### src/dma_pkg.sv
package dma_pkg;

  ////////////////////////////////////////////////////////////////////
  // ADMA2 engine states and descriptor encoding
  ////////////////////////////////////////////////////////////////////

  // stop, fetch a descriptor line, change address on link, move data
  typedef enum logic [1:0] {
    st_stop             = 2'b00,
    st_fetch_descriptor = 2'b01,
    st_change_address   = 2'b10,
    st_transfer         = 2'b11
  } adma_state_e;

  // act field of a descriptor line
  typedef enum logic [1:0] {
    act_nop      = 2'b00,
    act_reserved = 2'b01,
    act_tran     = 2'b10,
    act_link     = 2'b11
  } act_e;

  // one 64-bit descriptor line, as it sits in system memory
  typedef struct packed {
    logic [31:0] address;
    // bytes, 0 means 65536
    logic [15:0] length;
    logic [9:0]  reserved_hi;
    act_e        act;
    logic [1:0]  reserved_lo;
    logic        end_flag;
    logic        valid;
  } descriptor_t;

  // start inputs from the register block
  typedef struct packed {
    logic        enable;
    logic        card_to_mem;
    logic        cmd_done;
    logic        data_present;
    logic        blk_gap_req;
    logic [31:0] descriptor_ptr;
  } dma_cmd_t;

  ////////////////////////////////////////////////////////////////////
  // engine to mover
  ////////////////////////////////////////////////////////////////////

  typedef enum logic [1:0] {
    op_idle             = 2'b00,
    op_fetch_descriptor = 2'b01,
    op_mem_to_card      = 2'b10,
    op_card_to_mem      = 2'b11
  } mover_op_e;

  // one-cycle request, words counts 32-bit words
  typedef struct packed {
    mover_op_e   op;
    logic [31:0] address;
    logic [16:0] words;
    logic        hold_address;
    logic        pad;
  } mover_req_t;

  // read beat forwarded into the card data FIFO
  typedef struct packed {
    logic        valid;
    logic [31:0] data;
  } fifo_wr_t;

  // byte step between descriptor lines, words per line
  localparam int DESCRIPTOR_STEP  = 8;
  localparam int DESCRIPTOR_WORDS = 2;

endpackage

### src/axi_pkg.sv
package axi_pkg;

  ////////////////////////////////////////////////////////////////////
  // AXI channel bundles, only the fields the DMA master uses
  ////////////////////////////////////////////////////////////////////

  // write address
  typedef struct packed {
    logic        valid;
    logic [31:0] addr;
    logic [7:0]  len;
  } aw_t;

  // read address
  typedef struct packed {
    logic        valid;
    logic [31:0] addr;
    logic [7:0]  len;
  } ar_t;

  // write data
  typedef struct packed {
    logic        valid;
    logic [31:0] data;
    logic        last;
  } w_t;

  // read data
  typedef struct packed {
    logic        valid;
    logic [31:0] data;
    logic        last;
  } r_t;

  // all beats are one 32-bit word
  localparam logic [2:0] SIZE_WORD = 3'b010;

  // incrementing bursts only
  localparam logic [1:0] BURST_INCR = 2'b01;

endpackage

### src/adma_descriptor_engine.sv
`timescale 1ns/1ps

module adma_descriptor_engine (
  input  logic                 clock,
  input  logic                 reset,
  input  dma_pkg::dma_cmd_t    cmd,
  input  logic                 xfer_compl,
  input  logic                 int_clear,
  input  logic                 busy,
  input  dma_pkg::descriptor_t descriptor,
  output dma_pkg::mover_req_t  req,
  output logic [1:0]           dma_interrupts
);

  dma_pkg::adma_state_e state;
  logic [31:0]          descriptor_ptr;
  logic                 mover_done;
  logic                 last_descriptor;
  logic [16:0]          tran_words;

  // request strobe gone and mover back to idle
  assign mover_done = (req.op == dma_pkg::op_idle) && !busy;

  // end of chain, or a block gap stop after this line
  assign last_descriptor = descriptor.end_flag || cmd.blk_gap_req;

  // bytes to words, a zero length is the full 64 KiB
  assign tran_words = (descriptor.length == 16'd0) ? 17'd16384 :
                      {3'b000, descriptor.length[15:2]};

  // fetch request for one descriptor line
  function automatic dma_pkg::mover_req_t fetch_req(input logic [31:0] address);
    dma_pkg::mover_req_t r;
    r.op           = dma_pkg::op_fetch_descriptor;
    r.address      = address;
    r.words        = 17'(dma_pkg::DESCRIPTOR_WORDS);
    r.hold_address = 1'b1;
    r.pad          = 1'b0;
    return r;
  endfunction

  ////////////////////////////////////////////////////////////////////
  // ADMA2 FSM
  ////////////////////////////////////////////////////////////////////

  always_ff @(posedge clock) begin
    if (!reset) begin
      state          <= dma_pkg::st_stop;
      descriptor_ptr <= '0;
      req            <= '0;
      dma_interrupts <= '0;
    end else begin
      // request lasts one cycle only
      req.op <= dma_pkg::op_idle;
      case (state)
        dma_pkg::st_stop: begin
          // start from the register block
          if (cmd.cmd_done && cmd.enable && cmd.data_present) begin
            descriptor_ptr <= cmd.descriptor_ptr;
            req            <= fetch_req(cmd.descriptor_ptr);
            state          <= dma_pkg::st_fetch_descriptor;
          end
        end
        dma_pkg::st_fetch_descriptor: begin
          if (mover_done) begin
            if (!descriptor.valid) begin
              // bad line, flag error and stop
              dma_interrupts[1] <= 1'b1;
              state             <= dma_pkg::st_stop;
            end else begin
              // next line by default, a link overrides it
              descriptor_ptr <= descriptor_ptr + 32'(dma_pkg::DESCRIPTOR_STEP);
              state          <= dma_pkg::st_change_address;
            end
          end
        end
        dma_pkg::st_change_address: begin
          if (descriptor.act == dma_pkg::act_link) begin
            // jump to another descriptor table
            descriptor_ptr <= descriptor.address;
            req            <= fetch_req(descriptor.address);
            state          <= dma_pkg::st_fetch_descriptor;
          end else if (descriptor.act == dma_pkg::act_tran) begin
            req.op           <= cmd.card_to_mem ? dma_pkg::op_card_to_mem :
                                                  dma_pkg::op_mem_to_card;
            req.address      <= descriptor.address;
            req.words        <= tran_words;
            req.hold_address <= 1'b0;
            req.pad          <= 1'b0;
            state            <= dma_pkg::st_transfer;
          end else begin
            // nop and reserved move no data
            state <= dma_pkg::st_transfer;
          end
        end
        dma_pkg::st_transfer: begin
          if (mover_done) begin
            if (!last_descriptor) begin
              req   <= fetch_req(descriptor_ptr);
              state <= dma_pkg::st_fetch_descriptor;
            end else if (xfer_compl) begin
              // chain done once the serializer is done too
              dma_interrupts[0] <= 1'b1;
              state             <= dma_pkg::st_stop;
            end
          end
        end
        default: state <= dma_pkg::st_stop;
      endcase
      // clear pulse wins over a new interrupt
      if (int_clear) begin
        dma_interrupts <= '0;
      end
    end
  end

endmodule

### src/burst_mover.sv
`timescale 1ns/1ps

module burst_mover #(
  parameter int BURST_BEATS = 16
) (
  input  logic                 clock,
  input  logic                 reset,
  input  dma_pkg::mover_req_t  req,
  output logic                 busy,
  output dma_pkg::descriptor_t descriptor,
  input  logic [16:0]          fill_words,
  output logic                 clear_fill,
  output axi_pkg::aw_t         aw,
  output axi_pkg::w_t          w,
  output axi_pkg::ar_t         ar,
  input  logic                 aw_ready,
  input  logic                 w_ready,
  input  logic                 ar_ready,
  input  axi_pkg::r_t          r,
  output logic                 r_ready,
  input  logic [31:0]          fifo_rdata,
  output dma_pkg::fifo_wr_t    fifo_wr,
  output logic                 fifo_rd_pop,
  output logic                 fifo_reset,
  output logic                 start_write
);

  typedef enum logic [2:0] {
    mv_idle,
    mv_read_addr,
    mv_read_data,
    mv_write_wait,
    mv_write_addr,
    mv_write_data
  } mover_state_e;

  localparam int          BEAT_W      = (BURST_BEATS > 1) ? $clog2(BURST_BEATS) : 1;
  localparam logic [31:0] BURST_BYTES = 32'(4 * BURST_BEATS);
  localparam logic [7:0]  BURST_LEN   = 8'(BURST_BEATS - 1);

  mover_state_e       state;
  dma_pkg::mover_op_e op;
  logic [31:0]        address;
  logic [16:0]        words_total;
  logic [16:0]        words_done;
  logic [16:0]        words_next;
  logic               hold_address;
  logic [BEAT_W-1:0]  beat;
  logic               ar_valid;
  logic               aw_valid;
  logic               w_valid;
  logic               r_beat;
  logic               w_beat;
  logic               fifo_wr_valid;
  logic [31:0]        fifo_wr_data;

  assign busy       = (state != mv_idle);
  // fill count restarts for every request
  assign clear_fill = (state == mv_idle);
  assign words_next = words_done + 17'd1;

  ////////////////////////////////////////////////////////////////////
  // AXI channel outputs
  ////////////////////////////////////////////////////////////////////

  // address only moves after acceptance, so payload is stable
  assign ar.valid = ar_valid;
  assign ar.addr  = address;
  // descriptor fetch is a two beat burst
  assign ar.len   = (op == dma_pkg::op_fetch_descriptor) ? 8'd1 : BURST_LEN;

  assign aw.valid = aw_valid;
  assign aw.addr  = address;
  assign aw.len   = BURST_LEN;

  // FIFO head word goes out directly, popped on acceptance
  assign w.valid  = w_valid;
  assign w.data   = fifo_rdata;
  assign w.last   = (beat == BEAT_W'(BURST_BEATS - 1));

  assign r_ready  = (state == mv_read_data);
  assign r_beat   = r.valid && r_ready;
  assign w_beat   = w_valid && w_ready;

  assign fifo_rd_pop   = w_beat;
  assign fifo_wr.valid = fifo_wr_valid;
  assign fifo_wr.data  = fifo_wr_data;

  ////////////////////////////////////////////////////////////////////
  // burst FSM
  ////////////////////////////////////////////////////////////////////

  always_ff @(posedge clock) begin
    if (!reset) begin
      state         <= mv_idle;
      op            <= dma_pkg::op_idle;
      address       <= '0;
      words_total   <= '0;
      words_done    <= '0;
      hold_address  <= 1'b0;
      beat          <= '0;
      ar_valid      <= 1'b0;
      aw_valid      <= 1'b0;
      w_valid       <= 1'b0;
      fifo_wr_valid <= 1'b0;
      fifo_reset    <= 1'b0;
      start_write   <= 1'b0;
    end else begin
      fifo_reset    <= 1'b0;
      fifo_wr_valid <= 1'b0;
      case (state)
        mv_idle: begin
          if (req.op != dma_pkg::op_idle) begin
            op           <= req.op;
            address      <= req.address;
            words_total  <= req.words;
            hold_address <= req.hold_address;
            words_done   <= '0;
            // fresh FIFO for each data transfer
            fifo_reset   <= (req.op != dma_pkg::op_fetch_descriptor);
            if (req.op == dma_pkg::op_card_to_mem) begin
              state <= mv_write_wait;
            end else begin
              ar_valid <= 1'b1;
              state    <= mv_read_addr;
            end
          end
        end
        mv_read_addr: begin
          if (ar_ready) begin
            ar_valid <= 1'b0;
            if (!hold_address) begin
              address <= address + BURST_BYTES;
            end
            // tell the serializer memory data is on its way
            if (op == dma_pkg::op_mem_to_card) begin
              start_write <= 1'b1;
            end
            state <= mv_read_data;
          end
        end
        mv_read_data: begin
          if (r_beat) begin
            words_done    <= words_next;
            fifo_wr_valid <= (op == dma_pkg::op_mem_to_card);
            if (r.last) begin
              if (words_next == words_total) begin
                start_write <= 1'b0;
                state       <= mv_idle;
              end else begin
                ar_valid <= 1'b1;
                state    <= mv_read_addr;
              end
            end
          end
        end
        mv_write_wait: begin
          // a full burst must already sit in the FIFO
          if (fill_words >= words_done + 17'(BURST_BEATS)) begin
            aw_valid <= 1'b1;
            state    <= mv_write_addr;
          end
        end
        mv_write_addr: begin
          if (aw_ready) begin
            aw_valid <= 1'b0;
            address  <= address + BURST_BYTES;
            beat     <= '0;
            w_valid  <= 1'b1;
            state    <= mv_write_data;
          end
        end
        mv_write_data: begin
          if (w_beat) begin
            words_done <= words_next;
            beat       <= beat + 1'b1;
            if (w.last) begin
              w_valid <= 1'b0;
              state   <= (words_next == words_total) ? mv_idle : mv_write_wait;
            end
          end
        end
        default: state <= mv_idle;
      endcase
    end
  end

  // read payload, descriptor low word arrives first
  always_ff @(posedge clock) begin
    if (r_beat) begin
      fifo_wr_data <= r.data;
      if (op == dma_pkg::op_fetch_descriptor) begin
        descriptor <= {r.data, descriptor[63:32]};
      end
    end
  end

endmodule

### src/fifo_fill_tracker.sv
`timescale 1ns/1ps

module fifo_fill_tracker #(
  parameter int BURST_BEATS = 16
) (
  input  logic        clock,
  input  logic        reset,
  input  logic        fifo_we,
  input  logic        clear_fill,
  output logic [16:0] fill_words
);

  logic we_meta;
  logic we_sync;
  logic we_fall;

  // 16384 words of a 64 KiB line plus one burst of slack fit in 17 bits
  if (16384 + BURST_BEATS >= (1 << 17)) begin : g_width_check
    $error("fill counter too narrow for BURST_BEATS");
  end

  // one word written per falling edge of the FIFO write enable
  assign we_fall = we_sync && !we_meta;

  always_ff @(posedge clock) begin
    if (!reset) begin
      we_meta    <= 1'b0;
      we_sync    <= 1'b0;
      fill_words <= '0;
    end else begin
      // two flop sync from the card clock side
      we_meta <= fifo_we;
      we_sync <= we_meta;
      if (clear_fill) begin
        fill_words <= '0;
      end else if (we_fall) begin
        fill_words <= fill_words + 17'd1;
      end
    end
  end

endmodule

### src/sd_dma_top.sv
`timescale 1ns/1ps

module sd_dma_top #(
  parameter int BURST_BEATS = 16
) (
  input  logic              clock,
  input  logic              reset,
  // register block and serializer
  input  dma_pkg::dma_cmd_t cmd,
  input  logic              xfer_compl,
  input  logic              int_clear,
  output logic [1:0]        dma_interrupts,
  output logic              start_write,
  // card data FIFO
  input  logic              fifo_we,
  input  logic [31:0]       fifo_rdata,
  output dma_pkg::fifo_wr_t fifo_wr,
  output logic              fifo_rd_pop,
  output logic              fifo_reset,
  // AXI master
  output axi_pkg::aw_t      aw,
  input  logic              aw_ready,
  output logic [2:0]        aw_size,
  output logic [1:0]        aw_burst,
  output axi_pkg::w_t       w,
  input  logic              w_ready,
  output axi_pkg::ar_t      ar,
  input  logic              ar_ready,
  output logic [2:0]        ar_size,
  output logic [1:0]        ar_burst,
  input  axi_pkg::r_t       r,
  output logic              r_ready
);

  dma_pkg::mover_req_t  req;
  dma_pkg::descriptor_t descriptor;
  logic                 busy;
  logic [16:0]          fill_words;
  logic                 clear_fill;

  // word beats, INCR bursts on both channels
  assign aw_size  = axi_pkg::SIZE_WORD;
  assign ar_size  = axi_pkg::SIZE_WORD;
  assign aw_burst = axi_pkg::BURST_INCR;
  assign ar_burst = axi_pkg::BURST_INCR;

  ////////////////////////////////////////////////////////////////////
  // descriptor FSM, burst mover, FIFO fill pacing
  ////////////////////////////////////////////////////////////////////

  adma_descriptor_engine u_engine (
    .clock          (clock),
    .reset          (reset),
    .cmd            (cmd),
    .xfer_compl     (xfer_compl),
    .int_clear      (int_clear),
    .busy           (busy),
    .descriptor     (descriptor),
    .req            (req),
    .dma_interrupts (dma_interrupts)
  );

  burst_mover #(
    .BURST_BEATS (BURST_BEATS)
  ) u_mover (
    .clock       (clock),
    .reset       (reset),
    .req         (req),
    .busy        (busy),
    .descriptor  (descriptor),
    .fill_words  (fill_words),
    .clear_fill  (clear_fill),
    .aw          (aw),
    .w           (w),
    .ar          (ar),
    .aw_ready    (aw_ready),
    .w_ready     (w_ready),
    .ar_ready    (ar_ready),
    .r           (r),
    .r_ready     (r_ready),
    .fifo_rdata  (fifo_rdata),
    .fifo_wr     (fifo_wr),
    .fifo_rd_pop (fifo_rd_pop),
    .fifo_reset  (fifo_reset),
    .start_write (start_write)
  );

  fifo_fill_tracker #(
    .BURST_BEATS (BURST_BEATS)
  ) u_tracker (
    .clock      (clock),
    .reset      (reset),
    .fifo_we    (fifo_we),
    .clear_fill (clear_fill),
    .fill_words (fill_words)
  );

endmodule

### config.mk
export PLATFORM = sky130hd
export DESIGN_NAME = sd_dma_top
export DESIGN_NICKNAME = d
export VERILOG_FILES = /design/src/dma_pkg.sv /design/src/axi_pkg.sv /design/src/adma_descriptor_engine.sv /design/src/burst_mover.sv /design/src/fifo_fill_tracker.sv /design/src/sd_dma_top.sv
export SDC_FILE = /design/constraint.sdc
export NUM_CORES = 1
export LEC_CHECK = 0
export ABC_AREA = 1
export BUFFER_PORTS_ARGS = -buffer_cell sky130_fd_sc_hd__buf_2
export CORE_UTILIZATION = 60
export DETAILED_ROUTE_END_ITERATION = 10
export PLACE_DENSITY = 0.94
export SLEW_MARGIN = 15
export SYNTH_ARGS = -nofsm -noshare
export SYNTH_HDL_FRONTEND = slang
export SYNTH_SLANG_ARGS = --single-unit
### constraint.sdc
create_clock -name clock -period 12.4 [get_ports clock]
set_input_delay 0.62 -clock clock [delete_from_list [all_inputs] [get_ports clock]]
set_output_delay 0.62 -clock clock [all_outputs]
set_load 0.05 [all_outputs]
### Word-level counts from Yosys, hierarchy flattened

Index checks and enable logic that the tools add are counted.

* register bits after elaboration: 273
* input port bits: 111
* output and inout port bits: 165

* bitwise gates (word level): 2
* reduce and logical (&&, ||, !) cells: 42
* $lt $le $gt $ge: 1
* mux-type cells: 66
* add/subtract/negate cells: 6
* equality and inequality tests: 37

Operators with widths (number)
* 2-to-1 mux 32 bit: 8
* one-hot mux 32 bit (3 select lines): 2
* 2-to-1 mux 53 bit: 3
* one-hot mux 53 bit (3 select lines): 1
* 2-to-1 mux 52 bit: 2
* 2-to-1 mux 17 bit: 3
* one-hot mux 17 bit (3 select lines): 1
* adder 17 x 1 -> 17 bit (second input constant): 2
* adder 32 x 4 -> 32 bit (second input constant): 1
* adder 32 x 7 -> 32 bit (second input constant): 1
* 2-to-1 mux 3 bit: 8
* inequality test 2 bit (second input constant): 11
* 2-to-1 mux 1 bit: 18
* 2-to-1 mux 2 bit: 9
* inequality test 2 x 1 -> 1 bit (second input constant): 9
* one-hot mux 3 bit (6 select lines): 1
* nonzero test 3 bit: 6
* adder 17 x 5 -> 17 bit (second input constant): 1
* equality test 17 bit: 1
* greater-or-equal comparator 17 bit: 1
* logical NOT 16 bit: 1
* AND reduction 4 bit: 4
* 2-to-1 mux 15 bit: 1
* AND reduction 3 bit: 5
* 27 further kinds: 54

### Longest topological paths before layout

* word-level depth: 6
* depth in mapped cells: 19
* depth with buffers taken out: 18

### Hierarchy

A second synthesis with hierarchy kept.

* cells, all modules: 1950
* area, all modules: 15113.2 um^2

By module, submodules not included
* burst_mover: area an instance 8902.3 um^2, sequential area each 4524.3 um^2, cells an instance 1008, instances 1
* adma_descriptor_engine: area an instance 5157.4 um^2, sequential area each 1721.7 um^2, cells an instance 796, instances 1
* fifo_fill_tracker: area an instance 970.9 um^2, sequential area each 380.4 um^2, cells an instance 134, instances 1
* sd_dma_top: area an instance 82.6 um^2, sequential area each 0.0 um^2, cells an instance 12, instances 1

### Worst setup path before layout

Ideal clock, no wire load.

* kind: register -> register
* start: reg u_mover.state[1]
* end: reg, netlist name u_mover.descriptor[0]
* library setup time: 0.462 ns
* setup slack: 7.012 ns
* required time: 11.938 ns
* period minus slack after synthesis: 5.388 ns
* data arrival time: 4.926 ns
* buffers on the path: 0
* cell stages (with the launch flop): 7
* cell sequence: dfxtp_1 > inv_2 > nor3_4 > inv_1 > nor2_1 > inv_1 > nor2_1

* cells in the longest elaborated chain, start to end: 3

Ends and longest elaborated chain
* from (decl): line burst_mover.sv:41 `mover_state_e state;`
* from (signal assigned): line burst_mover.sv:95 `state <= mv_idle;`
* from (signal assigned): line burst_mover.sv:122 `state <= mv_write_wait;`
* from (signal assigned): line burst_mover.sv:125 `state <= mv_read_addr;`
* equality test 3 x 2 -> 1 bit: line burst_mover.sv:81 `assign r_ready = (state == mv_read_data);`
* via r_ready: line sd_dma_top.sv:32 `output logic r_ready`
* logical AND 1 bit: line burst_mover.sv:82 `assign r_beat = r.valid && r_ready;`
* via u_mover.r_beat: line burst_mover.sv:52 `logic r_beat;`
* AND reduction 2 bit (no line)

The timed path passes the listed nets, and every way through them passes these cells.
A chain may end at the register's enable or synchronous reset.

### Final worst setup path

* start: reg u_mover.words_done[6]
* end: reg u_mover.state[0]

* cells in the longest elaborated chain, start to end: 6
* elaborated cells on any way between the ends: 13
* those cells by class: add/sub (2); order compare (1); eq/ne (2); mux (7); reduce/logical (1)

Ends and longest elaborated chain
* from (decl): line burst_mover.sv:45 `logic [16:0] words_done;`
* from (signal assigned): line burst_mover.sv:144 `words_done <= words_next;`
* from (signal assigned): line burst_mover.sv:175 `words_done <= words_next;`
* parallel branches: the longest is 6 deep, another holds adder 17 x 5 -> 17 bit
* to (signal assigned): line burst_mover.sv:122
* to (signal assigned): line burst_mover.sv:179 `state <= (words_next == words_total) ? mv_idle : mv_write_wait;`
* to (signal assigned): line burst_mover.sv:183 `default: state <= mv_idle;`

Several ways; the timed one is not identified. The select of a mux whose other input is x is not followed.

==> flow_summary.json <==
{
  "avgRoutedWirePerCell_um": 17.7,
  "maxSlewHeadroom_pct": 27.1,
  "post_synth_num_cell_types": 51,
  "avg_synthesized_cell_area_um2": 7.90,
  "synthesis.yosys.warnings": 0,
  "cp.required_ns": 12.80,
  "ioPinCount": 276,
  "synth.ff_latch_count": 269,
  "tns_ns": 0,
  "max_capacitance_violation_total": 0,
  "synthesis.instances": 1793,
  "root_buffer": "sky130_fd_sc_hd__clkbuf_16",
  "async_flop_share_pct": 0,
  "drt-total-wl_mm": 39.1,
  "fin_worst_skew_ns": 0.0138,
  "placementRows": 55,
  "drt_iter0_drc": 1841,
  "worst_setup_path_start_kind": "register",
  "final_util_pct": 67.7,
  "global_route_wire_length_before_repair_mm": 61.2,
  "finalWorstSetupSlack_ns": 9.31,
  "post-place-cells": 2161,
  "hpwlAfterDp_mm": 27.6,
  "cts.htree.levels": 1,
  "cts.reportedPaths.clkPinSlew_ns": 0.07,
  "fin_cells": 2210,
  "power_per_cell_area_nw_per_um2": 152,
  "floorplan.initialDensity_pct": 61.8,
  "critical_path.startpoint": "u_mover.words_done[6]",
  "crit_arrival_ns": 3.49,
  "min-delay-start": "r[5]",
  "rsz_0062_raised_after_global_routing": "no",
  "post_route_clock_period_utilization_pct": 24.9,
  "grt_start_max_net_pins": 65,
  "synth-edff-count": 84,
  "cts_buffers": 27,
  "finalPower_mw": 2.36,
  "finalInstanceArea_um2": 15500,
  "dpl_worst_slack_ns": 8.96,
  "grt_overflow_total": 0,
  "die_width_um": 156,
  "post_detailed_route_count_of_antenna_violating_nets": 0,
  "final_layout_size_suffix_gt1_share_pct": 16.9,
  "cts_setup_buffers": 0,
  "path_max_fanout": 6,
  "regToRegStartpoint": "u_mover.words_done[6]",
  "via_count_of_the_first_global_routing_pass": 12198,
  "vias": 13238,
  "cts.hold.buffers_added": 0,
  "clkLatencyLatePin_ns": 0.55,
  "layout_commonest_cell": "sky130_fd_sc_hd__nand2_1",
  "total_nets_final": 2016,
  "dpl_cell_area_um2": 14700,
  "clock_tree.buffer_depth": 3,
  "fp.dieArea_um2": 24200,
  "power.ir.vdd_worst_mv": 0.117,
  "floorplan.die.height_um": 156,
  "timing.final.hold_violations": 0,
  "final-setup-viol-count": 0,
  "most-common-layout-cells": "sky130_fd_sc_hd__nand2_1, sky130_fd_sc_hd__buf_2, sky130_fd_sc_hd__dfxtp_1, sky130_fd_sc_hd__a21oi_1, sky130_fd_sc_hd__inv_1",
  "clock-sinks": 269,
  "r2r_setup_slack_ns": 9.31,
  "avgViaCountPerCell": 5.99,
  "antenna_found_initial": 0,
  "crit_path_end_kind": "register",
  "drcViolationCount": 0,
  "cts_tree": "yes",
  "detailedRoute.firstPassIterationCount": 7,
  "timing_max_transition_violations_final": 0,
  "ctsResizeCount": 0,
  "timing.final.crit_period_ns": 3.09,
  "syn_std_cell_area_um2": 14200,
  "syn2layout_area_growth_pct": 9.46,
  "placeable_core_area_um2": 22900,
  "gpl.final_weighted_congestion": 0.951,
  "leakage_nw": 5.92,
  "synth_ff_type": "sky130_fd_sc_hd__dfxtp_1",
  "seq_area_frac_synth_pct": 43.9,
  "final.fill_count": 1782,
  "worst_hold_margin_ns": 0.266,
  "tightest_slew_ns": 1.09,
  "outcome": "completed",
  "io_buffers": 188,
  "global_route.usage.total_pct": 31.6,
  "classification_of_the_worst_slack_hold_path": "primary input to register",
  "path_class": "register to register",
  "max_freq_mhz": 324
}
-- Yosys cell counts (19+ instances only) --
cell type / number / area (um2)
sky130_fd_sc_hd__clkbuf_1: 41 / 154
sky130_fd_sc_hd__buf_4: 96 / 721
sky130_fd_sc_hd__o22ai_1: 23 / 144
sky130_fd_sc_hd__xor2_1: 24 / 210
sky130_fd_sc_hd__nand4_1: 31 / 194
sky130_fd_sc_hd__inv_1: 166 / 623
sky130_fd_sc_hd__ha_1: 28 / 350
sky130_fd_sc_hd__dfxtp_1: 185 / 3700
sky130_fd_sc_hd__o21ai_1: 19 / 95.1
sky130_fd_sc_hd__edfxtp_1: 84 / 2520
sky130_fd_sc_hd__nor2_1: 113 / 424
sky130_fd_sc_hd__nor3_1: 33 / 165
sky130_fd_sc_hd__a21oi_1: 169 / 846
sky130_fd_sc_hd__a221oi_1: 20 / 175
sky130_fd_sc_hd__nand2_1: 364 / 1370
sky130_fd_sc_hd__o21ai_0: 82 / 410
sky130_fd_sc_hd__nand3_1: 122 / 611
-- path summary, 6_finish.rpt --
kind | endpoint | cells past startpoint
setup / recovery | u_mover.state[0] | 17
hold / removal | u_mover.descriptor[36] | 1
setup reg to reg | u_mover.state[0] | 17
hold reg to reg | u_mover.descriptor[0] | 0
-- state kept, by name, summed over array words and instances, names as in the netlist --
name	flops
u_mover.fifo_wr_valid	1
u_tracker.fill_words	17
u_engine.req	50
u_mover.hold_address	1
u_mover.state	3
u_engine.dma_interrupts	2
u_tracker.we_meta	1
u_mover.op	2
u_engine.descriptor_ptr	32
u_mover.descriptor	52
u_engine.state	2
u_mover.address	32
u_mover.words_done	17
u_mover.beat	4
u_mover.ar_valid	1
u_mover.start_write	1
u_mover.w_valid	1
u_tracker.we_sync	1
u_mover.fifo_wr_data	32
u_mover.aw_valid	1
u_mover.words_total	15
u_mover.fifo_reset	1
-- where the power goes --
group          switching [mW]  internal [mW]  total [mW]
clock                   0.349          0.453       0.802
sequential             0.0630          0.955        1.02
combinational           0.414          0.132       0.546
-- metal layers --
| metal | vias up | share of wire, % | global-route usage [%] |
|---|---|---|---|
| met1 | 6086 | 39 | 40.9 |
| met2 | 877 | 46 | 51.9 |
| met4 | 0 | 3.9 | 12.8 |
| met3 | 124 | 11 | 6.17 |
| li1 | 6151 | - | - |
| met5 | - | 0 | 0 |
-- cell families after synthesis --
logic type / Yosys count / share of synthesized area, %
and+or+nand+nor: 730 / 23.3
AOI/OAI and AO/OA: 383 / 15.8
buffers and inverters: 348 / 12.1
DFF: 269 / 43.9
xor gates and xnor gates: 33 / 2.34
adders and majority gates: 28 / 2.47
other: 2 / 0.0530
-- worst max-delay path, cell delays in order (launching register included) --
cell and delay, ns:
sky130_fd_sc_hd__dfxtp_1 0.46, sky130_fd_sc_hd__nand2_1 0.17, sky130_fd_sc_hd__nor2_1 0.21, sky130_fd_sc_hd__nand2_1 0.12, sky130_fd_sc_hd__nor2_1 0.17, sky130_fd_sc_hd__nand2_1 0.08
sky130_fd_sc_hd__xor2_1 0.14, sky130_fd_sc_hd__inv_1 0.06, sky130_fd_sc_hd__ha_1 0.31, sky130_fd_sc_hd__nand4_1 0.12, sky130_fd_sc_hd__nor3_1 0.29, sky130_fd_sc_hd__nand4_1 0.16
sky130_fd_sc_hd__nand3_1 0.20, sky130_fd_sc_hd__nor2_1 0.06, sky130_fd_sc_hd__nor2_1 0.19, sky130_fd_sc_hd__inv_1 0.09, sky130_fd_sc_hd__nand2_1 0.06, sky130_fd_sc_hd__a21oi_1 0.06
-- area by class of cell --
| type | count | area (um2) | share of cell area [%] |
|---|---|---|---|
| Timing Repair Buffer | 200 | 1030 | 6.65 |
| Antenna cell | 1 | 2.50 | 0.0161 |
| Inverter | 182 | 683 | 4.40 |
| Tap cell | 313 | 392 | 2.52 |
| Clock buffer | 32 | 714 | 4.61 |
| Multi-Input combinational cell | 1197 | 6320 | 40.7 |
| Clock inverter | 16 | 144 | 0.927 |
| Sequential cell | 269 | 6230 | 40.1 |
Note: power is estimated with default switching activity, not from simulation.
